===== src/logic/enc_settings.svh =====
`ifndef ENC_SETTINGS_SVH
`define ENC_SETTINGS_SVH

// clock cycles between two phase sample ticks
// roughly the bounce time of a cheap mechanical encoder
`define ENC_SAMPLE_DIV 5000

// cycles the button must stay put before a press counts
`define ENC_KEY_CNT_MAX 99999

// width of position, press count and step count
`define ENC_POS_W 20

// position after reset, clear, or clear-on-press
`define ENC_POS_INIT 1

`endif


===== src/logic/axil_pkg.sv =====
`default_nettype none

package axil_pkg;

    // AXI4-Lite response codes, only the two used here
    typedef enum logic [1:0] {
        resp_okay   = 2'b00,
        resp_slverr = 2'b10
    } resp_t;

    // byte addresses of the four 32-bit registers
    // anything else decodes as unmapped
    typedef enum logic [3:0] {
        reg_position    = 4'h0,
        reg_press_count = 4'h4,
        reg_step_count  = 4'h8,
        reg_control     = 4'hc
    } reg_addr_t;

endpackage

`default_nettype wire


===== src/logic/enc_pkg.sv =====
`default_nettype none

package enc_pkg;

    // direction of one decoded step
    typedef enum logic {
        dir_right = 1'b0,
        dir_left  = 1'b1
    } step_dir_t;

    // bit positions inside CONTROL
    // ctrl_clear reads back as a one-cycle pulse only
    typedef enum logic [1:0] {
        ctrl_count_en       = 2'd0,
        ctrl_clear_on_press = 2'd1,
        ctrl_clear          = 2'd2
    } ctrl_bit_t;

    // number of implemented CONTROL bits
    localparam int ctrl_width = 3;

endpackage

`default_nettype wire


===== src/logic/axil_regs.sv =====
`include "enc_settings.svh"

`default_nettype none

module axil_regs (
    input  wire                    clk,
    input  wire                    rstn,
    // write address and data
    input  wire                    awvalid,
    output logic                   awready,
    input  wire [3:0]              awaddr,
    input  wire                    wvalid,
    output logic                   wready,
    input  wire [31:0]             wdata,
    input  wire [3:0]              wstrb,
    // write response
    output logic                   bvalid,
    input  wire                    bready,
    output axil_pkg::resp_t        bresp,
    // read address and data
    input  wire                    arvalid,
    output logic                   arready,
    input  wire [3:0]              araddr,
    output logic                   rvalid,
    input  wire                    rready,
    output logic [31:0]            rdata,
    output axil_pkg::resp_t        rresp,
    // to and from the counters
    output logic                   count_en,
    output logic                   clear_on_press,
    output logic                   clear,
    input  wire [`ENC_POS_W-1:0]   position,
    input  wire [`ENC_POS_W-1:0]   press_count,
    input  wire [`ENC_POS_W-1:0]   step_count
);

    localparam int POS_W = `ENC_POS_W;
    localparam int CW    = enc_pkg::ctrl_width;

    logic                live;
    logic                wr_acc;
    logic                rd_acc;
    logic [CW-1:0]       ctrl_q;
    axil_pkg::reg_addr_t wr_addr;
    axil_pkg::reg_addr_t rd_addr;

    assign wr_addr = axil_pkg::reg_addr_t'(awaddr);
    assign rd_addr = axil_pkg::reg_addr_t'(araddr);

    // live rises one cycle after reset, keeps readies low until then
    // write takes address and data together, one at a time
    assign wr_acc  = live && awvalid && wvalid && !bvalid;
    assign awready = wr_acc;
    assign wready  = wr_acc;

    assign arready = live && !rvalid;
    assign rd_acc  = arvalid && arready;

    assign count_en       = ctrl_q[enc_pkg::ctrl_count_en];
    assign clear_on_press = ctrl_q[enc_pkg::ctrl_clear_on_press];
    assign clear          = ctrl_q[enc_pkg::ctrl_clear];

    // write side, CONTROL resets to counting enabled
    always_ff @(posedge clk or negedge rstn) begin
        if (!rstn) begin
            live   <= 1'b0;
            bvalid <= 1'b0;
            ctrl_q <= '0;
            ctrl_q[enc_pkg::ctrl_count_en] <= 1'b1;
        end else begin
            live <= 1'b1;
            // clear bit drops by itself after one cycle
            ctrl_q[enc_pkg::ctrl_clear] <= 1'b0;
            if (wr_acc) begin
                bvalid <= 1'b1;
                // only byte 0 of CONTROL is writable
                if (wr_addr == axil_pkg::reg_control && wstrb[0]) begin
                    ctrl_q <= wdata[CW-1:0];
                end
            end else if (bvalid && bready) begin
                bvalid <= 1'b0;
            end
        end
    end

    // counter registers are read only, writes there error out
    always_ff @(posedge clk) begin
        if (wr_acc) begin
            if (wr_addr == axil_pkg::reg_control) begin
                bresp <= axil_pkg::resp_okay;
            end else begin
                bresp <= axil_pkg::resp_slverr;
            end
        end
    end

    always_ff @(posedge clk or negedge rstn) begin
        if (!rstn) begin
            rvalid <= 1'b0;
        end else if (rd_acc) begin
            rvalid <= 1'b1;
        end else if (rready) begin
            rvalid <= 1'b0;
        end
    end

    // read data captured at accept, held until rready
    // position is signed, the counts are not
    always_ff @(posedge clk) begin
        if (rd_acc) begin
            rresp <= axil_pkg::resp_okay;
            case (rd_addr)
                axil_pkg::reg_position: begin
                    rdata <= {{(32 - POS_W){position[POS_W-1]}}, position};
                end
                axil_pkg::reg_press_count: begin
                    rdata <= 32'(press_count);
                end
                axil_pkg::reg_step_count: begin
                    rdata <= 32'(step_count);
                end
                axil_pkg::reg_control: begin
                    rdata <= 32'(ctrl_q);
                end
                default: begin
                    rdata <= '0;
                    rresp <= axil_pkg::resp_slverr;
                end
            endcase
        end
    end

    a_bvalid_hold: assert property (
        @(posedge clk) disable iff (!rstn) bvalid && !bready |=> bvalid
    ) else $error("bvalid dropped before bready");

    a_rvalid_hold: assert property (
        @(posedge clk) disable iff (!rstn) rvalid && !rready |=> rvalid
    ) else $error("rvalid dropped before rready");

    a_rdata_stable: assert property (
        @(posedge clk) disable iff (!rstn)
        rvalid && !rready |=> $stable(rdata) && $stable(rresp)
    ) else $error("read data changed while stalled");

endmodule

`default_nettype wire


===== src/logic/encoder_top.sv =====
`include "enc_settings.svh"

`default_nettype none

module encoder_top #(
    parameter int SAMPLE_DIV  = `ENC_SAMPLE_DIV,
    parameter int KEY_CNT_MAX = `ENC_KEY_CNT_MAX
) (
    input  wire              clk,
    input  wire              rstn,
    // encoder pins, idle high
    input  wire              a,
    input  wire              b,
    input  wire              key,
    // AXI4-Lite slave
    input  wire              awvalid,
    output logic             awready,
    input  wire [3:0]        awaddr,
    input  wire              wvalid,
    output logic             wready,
    input  wire [31:0]       wdata,
    input  wire [3:0]        wstrb,
    output logic             bvalid,
    input  wire              bready,
    output axil_pkg::resp_t  bresp,
    input  wire              arvalid,
    output logic             arready,
    input  wire [3:0]        araddr,
    output logic             rvalid,
    input  wire              rready,
    output logic [31:0]      rdata,
    output axil_pkg::resp_t  rresp
);

    // decoder and key filter to counters
    logic               step;
    enc_pkg::step_dir_t dir;
    logic               press;

    // control levels and clear pulse from the registers
    logic count_en;
    logic clear_on_press;
    logic clear;

    // counter values back to the registers
    logic [`ENC_POS_W-1:0] position;
    logic [`ENC_POS_W-1:0] press_count;
    logic [`ENC_POS_W-1:0] step_count;

    quad_decoder #(
        .SAMPLE_DIV (SAMPLE_DIV)
    ) u_decoder (
        .clk  (clk),
        .rstn (rstn),
        .a    (a),
        .b    (b),
        .step (step),
        .dir  (dir)
    );

    key_filter #(
        .CNT_MAX (KEY_CNT_MAX)
    ) u_key (
        .clk   (clk),
        .rstn  (rstn),
        .key   (key),
        .press (press)
    );

    position_counter u_count (
        .clk            (clk),
        .rstn           (rstn),
        .step           (step),
        .dir            (dir),
        .press          (press),
        .count_en       (count_en),
        .clear_on_press (clear_on_press),
        .clear          (clear),
        .position       (position),
        .press_count    (press_count),
        .step_count     (step_count)
    );

    axil_regs u_regs (
        .clk            (clk),
        .rstn           (rstn),
        .awvalid        (awvalid),
        .awready        (awready),
        .awaddr         (awaddr),
        .wvalid         (wvalid),
        .wready         (wready),
        .wdata          (wdata),
        .wstrb          (wstrb),
        .bvalid         (bvalid),
        .bready         (bready),
        .bresp          (bresp),
        .arvalid        (arvalid),
        .arready        (arready),
        .araddr         (araddr),
        .rvalid         (rvalid),
        .rready         (rready),
        .rdata          (rdata),
        .rresp          (rresp),
        .count_en       (count_en),
        .clear_on_press (clear_on_press),
        .clear          (clear),
        .position       (position),
        .press_count    (press_count),
        .step_count     (step_count)
    );

endmodule

`default_nettype wire


===== src/logic/key_filter.sv =====
`default_nettype none

module key_filter #(
    parameter int CNT_MAX = 99999
) (
    input  wire  clk,
    input  wire  rstn,
    input  wire  key,
    output logic press
);

    localparam int CNT_W = $clog2(CNT_MAX + 1);

    logic             key_s1;
    logic             key_s2;
    logic             key_d;
    logic             stable;
    logic [CNT_W-1:0] cnt;

    // synchronizer plus one more stage for change detect
    // idle level is high
    always_ff @(posedge clk or negedge rstn) begin
        if (!rstn) begin
            key_s1 <= 1'b1;
            key_s2 <= 1'b1;
            key_d  <= 1'b1;
        end else begin
            key_s1 <= key;
            key_s2 <= key_s1;
            key_d  <= key_s2;
        end
    end

    assign stable = (key_s2 == key_d);

    // any change restarts the count
    // saturates so a long hold gives only one press
    always_ff @(posedge clk or negedge rstn) begin
        if (!rstn) begin
            cnt <= '0;
        end else if (!stable) begin
            cnt <= '0;
        end else if (cnt != CNT_W'(CNT_MAX)) begin
            cnt <= cnt + 1'b1;
        end
    end

    // fire on the step into CNT_MAX, only for a low key
    always_ff @(posedge clk or negedge rstn) begin
        if (!rstn) begin
            press <= 1'b0;
        end else begin
            press <= stable && !key_s2 && (cnt == CNT_W'(CNT_MAX - 1));
        end
    end

    a_press_pulse: assert property (
        @(posedge clk) disable iff (!rstn) press |=> !press
    ) else $error("press longer than one cycle");

endmodule

`default_nettype wire


===== src/logic/position_counter.sv =====
`include "enc_settings.svh"

`default_nettype none

module position_counter (
    input  wire                      clk,
    input  wire                      rstn,
    input  wire                      step,
    input  wire enc_pkg::step_dir_t  dir,
    input  wire                      press,
    input  wire                      count_en,
    input  wire                      clear_on_press,
    input  wire                      clear,
    output logic [`ENC_POS_W-1:0]    position,
    output logic [`ENC_POS_W-1:0]    press_count,
    output logic [`ENC_POS_W-1:0]    step_count
);

    localparam int                 POS_W    = `ENC_POS_W;
    localparam logic [POS_W-1:0]   POS_INIT = POS_W'(`ENC_POS_INIT);

    logic step_ok;

    // steps only count while enabled
    assign step_ok = step && count_en;

    // position, two's complement, wraps at POS_W
    // clear beats press-reset beats step
    always_ff @(posedge clk or negedge rstn) begin
        if (!rstn) begin
            position <= POS_INIT;
        end else if (clear) begin
            position <= POS_INIT;
        end else if (press && clear_on_press) begin
            position <= POS_INIT;
        end else if (step_ok) begin
            if (dir == enc_pkg::dir_right) begin
                position <= position + 1'b1;
            end else begin
                position <= position - 1'b1;
            end
        end
    end

    // presses count even with counting disabled
    always_ff @(posedge clk or negedge rstn) begin
        if (!rstn) begin
            press_count <= '0;
        end else if (press) begin
            press_count <= press_count + 1'b1;
        end
    end

    // total accepted steps, both directions
    // only a clear brings it back to zero
    always_ff @(posedge clk or negedge rstn) begin
        if (!rstn) begin
            step_count <= '0;
        end else if (clear) begin
            step_count <= '0;
        end else if (step_ok) begin
            step_count <= step_count + 1'b1;
        end
    end

endmodule

`default_nettype wire


===== src/logic/quad_decoder.sv =====
`default_nettype none

module quad_decoder #(
    parameter int SAMPLE_DIV = 5000
) (
    input  wire               clk,
    input  wire               rstn,
    input  wire               a,
    input  wire               b,
    output logic              step,
    output enc_pkg::step_dir_t dir
);

    localparam int DIV_W = (SAMPLE_DIV > 1) ? $clog2(SAMPLE_DIV) : 1;

    logic [DIV_W-1:0] div_cnt;
    logic             tick;

    // two samples per phase, taken only on tick
    logic a_s1;
    logic a_s2;
    logic b_s1;
    logic b_s2;

    // debounced levels and the delayed copy of A
    logic a_db;
    logic b_db;
    logic a_db_q;

    logic a_agree;
    logic b_agree;

    // slow sample tick, one cycle wide every SAMPLE_DIV cycles
    always_ff @(posedge clk or negedge rstn) begin
        if (!rstn) begin
            div_cnt <= '0;
            tick    <= 1'b0;
        end else if (div_cnt == DIV_W'(SAMPLE_DIV - 1)) begin
            div_cnt <= '0;
            tick    <= 1'b1;
        end else begin
            div_cnt <= div_cnt + 1'b1;
            tick    <= 1'b0;
        end
    end

    // samplers start at the idle level so reset gives no edge
    always_ff @(posedge clk or negedge rstn) begin
        if (!rstn) begin
            a_s1 <= 1'b1;
            a_s2 <= 1'b1;
            b_s1 <= 1'b1;
            b_s2 <= 1'b1;
        end else if (tick) begin
            a_s1 <= a;
            a_s2 <= a_s1;
            b_s1 <= b;
            b_s2 <= b_s1;
        end
    end

    // level accepted only when both samples match the live pin
    assign a_agree = (a_s1 == a) && (a_s2 == a);
    assign b_agree = (b_s1 == b) && (b_s2 == b);

    // otherwise hold the last accepted level
    always_ff @(posedge clk or negedge rstn) begin
        if (!rstn) begin
            a_db   <= 1'b1;
            b_db   <= 1'b1;
            a_db_q <= 1'b1;
        end else begin
            if (a_agree) begin
                a_db <= a;
            end
            if (b_agree) begin
                b_db <= b;
            end
            a_db_q <= a_db;
        end
    end

    // either edge of debounced A is one step
    // A now differing from B means clockwise
    always_ff @(posedge clk or negedge rstn) begin
        if (!rstn) begin
            step <= 1'b0;
            dir  <= enc_pkg::dir_right;
        end else begin
            step <= a_db ^ a_db_q;
            dir  <= (a_db != b_db) ? enc_pkg::dir_right : enc_pkg::dir_left;
        end
    end

    // debounced A cannot toggle on back-to-back cycles
    a_step_single: assert property (
        @(posedge clk) disable iff (!rstn) step |=> !step
    ) else $error("step held high for two cycles");

endmodule

`default_nettype wire

===== config.mk =====
export PLATFORM = sky130hd
export DESIGN_NAME = encoder_top
export DESIGN_NICKNAME = d
export VERILOG_FILES = /design/src/logic/axil_pkg.sv /design/src/logic/enc_pkg.sv /design/src/logic/axil_regs.sv /design/src/logic/encoder_top.sv /design/src/logic/key_filter.sv /design/src/logic/position_counter.sv /design/src/logic/quad_decoder.sv
export VERILOG_INCLUDE_DIRS = /design/src /design/src/logic
export SDC_FILE = /design/constraint.sdc
export NUM_CORES = 1
export LEC_CHECK = 0
export ABC_AREA = 1
export BUFFER_PORTS_ARGS = -buffer_cell sky130_fd_sc_hd__clkbuf_2
export CAP_MARGIN = 10
export CORE_UTILIZATION = 60
export CTS_BUF_LIST = sky130_fd_sc_hd__clkbuf_8
export DETAILED_ROUTE_END_ITERATION = 10
export GPL_TIMING_DRIVEN = 0
export PLACE_DENSITY = 0.93
export SYNTH_ARGS = -nofsm -noshare
export SYNTH_HDL_FRONTEND = slang
export SYNTH_SLANG_ARGS = --single-unit
export TNS_END_PERCENT = 30

===== constraint.sdc =====
create_clock -name clk -period 2.3 [get_ports clk]
set_clock_uncertainty 0.2 [all_clocks]
set_input_delay 0.46 -clock clk [delete_from_list [all_inputs] [get_ports clk]]
set_output_delay 0.46 -clock clk [all_outputs]
set_load 0.05 [all_outputs]

==> results.txt <==
PwrDens = 956 nW/µm²
cell taking the most area after synthesis = dfrtp_1
dpl ws = -0.256 ns
drt first-iter violations = 655
Post-synth top flop = dfrtp_1
PnR worst setup slack = 0.0219 ns
YS warnings = 0
Critical Path RT = 2.46 ns
global-route wire length before repair = 29.6 mm
synth-to-layout area growth = 17.2%
worst slew pin tran = 0.925 ns
die area = 13000 µm²
Synth area leaders = dfrtp_1 33%, nand2_1 11%, edfxtp_1 9.2%
GR Util met3 = 6.11%
largest net degree at the start of global routing = 111
critical path's largest stage delay = 0.53 ns
CP Capture Type = flop
gp weighted congestion = 0.923
Max Buffers Root-to-Sink = 2
Final #Nets = 1097
critical path's most frequent cell = nand2_1
vias in the first global route = 6469
Peak VDD IR = 595 µV
sequential fraction of the synthesis area = 46.1%
placed cell count = 1158
CTS tree = done
fin crit period = 2.28 ns
DPL Wire Length = 12.4 mm
Layout Cells excl Fill = 1199
most common cell after layout, fill and taps aside = nand2_1
Fin Hold WS = 0.0195 ns
WL/cell = 15.6 µm
H-tree depth = 4
critical path launch point type = flop
Leak = 4.31 nW
ys async rst share = 82.7%
Pins Over Slew Limit = 0
Post-synth EDFFs = 23
met2 Use GR = 50.5%
Post-Synthesis Cells = 929
worst hold path class = input port to flop
Die Wd = 114 µm
Die Y = 114 µm
Crit Path Max Fanout = 6
Vias = 6811
Tot GR Track Use = 29.4%
initial antenna violation count = 0
Hold Vio Cnt, Final = 0
syn_area_per_cell = 8.07 µm²
commonest non-fill, non-tap cells in the layout = 222 x nand2_1, 161 x inv_1, 97 x dfrtp_1
drt via density = 5.68
Synth top area share = 32.7%
Syn Std Cell Area = 7500 µm²
worst path arrival time = 2.44 ns
worst relative slew slack = 38.3%
drc violations = 0
post-synthesis cell type count = 43
Root Buffer = clkbuf_8
CP cell instances = buf_4 -> ha_1 -> nand2_1 -> inv_1 -> nand2_1 -> inv_1 -> nand2_1 -> nand2_2 -> nand2_1 -> nand2_1 -> nand2_1 -> nand2_1 -> o21ai_0
FP Rows = 40
Detailed Route WL = 18.7 mm
I/O Buffers = 60
unrepaired setup endpoints after global routing = true
Final TNS setup = 0 ns
First-pass DRT Iterations = 8
Post-Route Utilization = 72.6%
Starting Density = 61.9%
busiest layer in global routing = met2
endpoints failing setup = 0
Reg clk slew, reported paths = 0.08 ns
highest clock rate = 0.439 GHz
Sink Count = 133
Yosys reg bits = 133
final cycle utilization of the critical path = 99.0%
core area = 12100 µm²
ant diodes = 0
share of layout cells above drive strength 1 = 18.0%
max-cap viol count = 0
WS Path Type = flop to flop
status = complete, no violations
Slowest-stage cell, CP = dfrtp_4
ANT nets after route = 0
# IOs = 95
GRT Residual Overflow = 0
cts bufs inserted = 17
met1 global-route usage = 34.7%
Clk Latency, worst-skew pair = 0.45 ns
[layer usage]
layer / part of all wire, % / up-vias / wire length [µm]
li1: - / 3169 / -
met1: 38 / 3165 / 7160
met2: 49 / 386 / 9240
met3: 7.2 / 91 / 1350
met4: 4.9 / 0 / 914
met5: 0 / - / 0
[path summary, 6_finish.rpt]
check	endpoint	slack, ns	depth (start not counted)	from
worst min-delay path	u_decoder.b_s1$_DFFE_PN1P_	0.02	3	b
max in group asynchronous	u_decoder.dir$_DFF_PN0_	0.66	2	rstn
min in group asynchronous	u_count.position[17]$_DFFE_PN0P_	0.42	2	rstn
worst min register to register	u_key.key_s2$_DFF_PN1_	0.15	0	u_key.key_s1$_DFF_PN1_
worst max register to register	u_count.position[11]$_DFFE_PN0P_	0.02	13	u_decoder.dir$_DFF_PN0_
worst max-delay path	u_count.position[11]$_DFFE_PN0P_	0.02	13	u_decoder.dir$_DFF_PN0_
[area by class of cell]
| cell class | instances | area [µm²] |
|---|---|---|
| sequential | 133 | 3460 |
| multi-input combinational | 610 | 3450 |
| fill | 814 | 3320 |
| inverter | 165 | 619 |
| timing repair buffer | 69 | 393 |
| clock inverter | 14 | 254 |
| clock buffer | 18 | 248 |
| tap | 168 | 210 |
| buffer | 22 | 155 |
[cell usage after synthesis, drive strengths merged (2+ instances only)]
library cell	instances
nand2	229
inv	164
dfrtp	98
nor2	81
nand3	50
o21ai	50
a21oi	39
xor2	29
nor3	28
ha	24
edfxtp	23
buf	21
nand4	20
o221ai	19
dfstp	12
o22ai	8
nand3b	7
and2	6
nor3b	6
xnor2	3
conb	2
nor4	2
[critical path: cells and delay by family (launching register included)]
family                   cells  cell delay [ns]
AO/OA/AOI/OAI                1             0.16
adder cells (fa/ha/maj)      1             0.35
flip-flops                   1             0.53
buffers and inverters        3             0.27
AND/OR/NAND/NOR              8             0.70
[stage by stage]
step / power [mW] / instance area [µm²]
2_1_floorplan: 4.84 / 7510
3_3_place_gp: 5.36 / 8020
3_5_place_dp: 5.47 / 8030
4_1_cts: 7.98 / 8590
5_1_grt: 8.80 / 8790
6_report: 8.40 / 8790
[power breakdown]
part	total, mW	internal, mW	switching [mW]
registers	3.03	2.70	0.332
logic	2.90	1.05	1.85
clock network	2.47	1.53	0.935
[cell families after synthesis]
family | share of synthesized area, %
other | 0.100
AOI/OAI and AO/OA | 9.22
buffers and inverters | 10.3
and+or+nand+nor | 26.2
DFF | 46.1
xor gates and xnor gates | 3.74
adders and majority gates | 4.27
[repair_timing]
| action | 4_1_cts | 5_1_grt |
|---|---|---|
| buffers inserted | 2 | 3 |
| setup endpoints to repair | 15 | 11 |
| gates resized for setup | 4 | 31 |
| hold endpoints to repair | 101 | 0 |
| hold buffers | 4 | 0 |
| pin swaps | 0 | 1 |
[sequential cells by signal (all words and copies together), names as in the netlist, 3 cells and up]
| name | count |
|---|---|
| u_key.cnt | 17 |
| u_regs.ctrl_q | 3 |
| u_count.step_count | 20 |
| u_count.position | 20 |
| u_regs.rdata | 21 |
| u_decoder.div_cnt | 13 |
| u_count.press_count | 20 |
No activity file was read; power rests on OpenSTA's default activity.
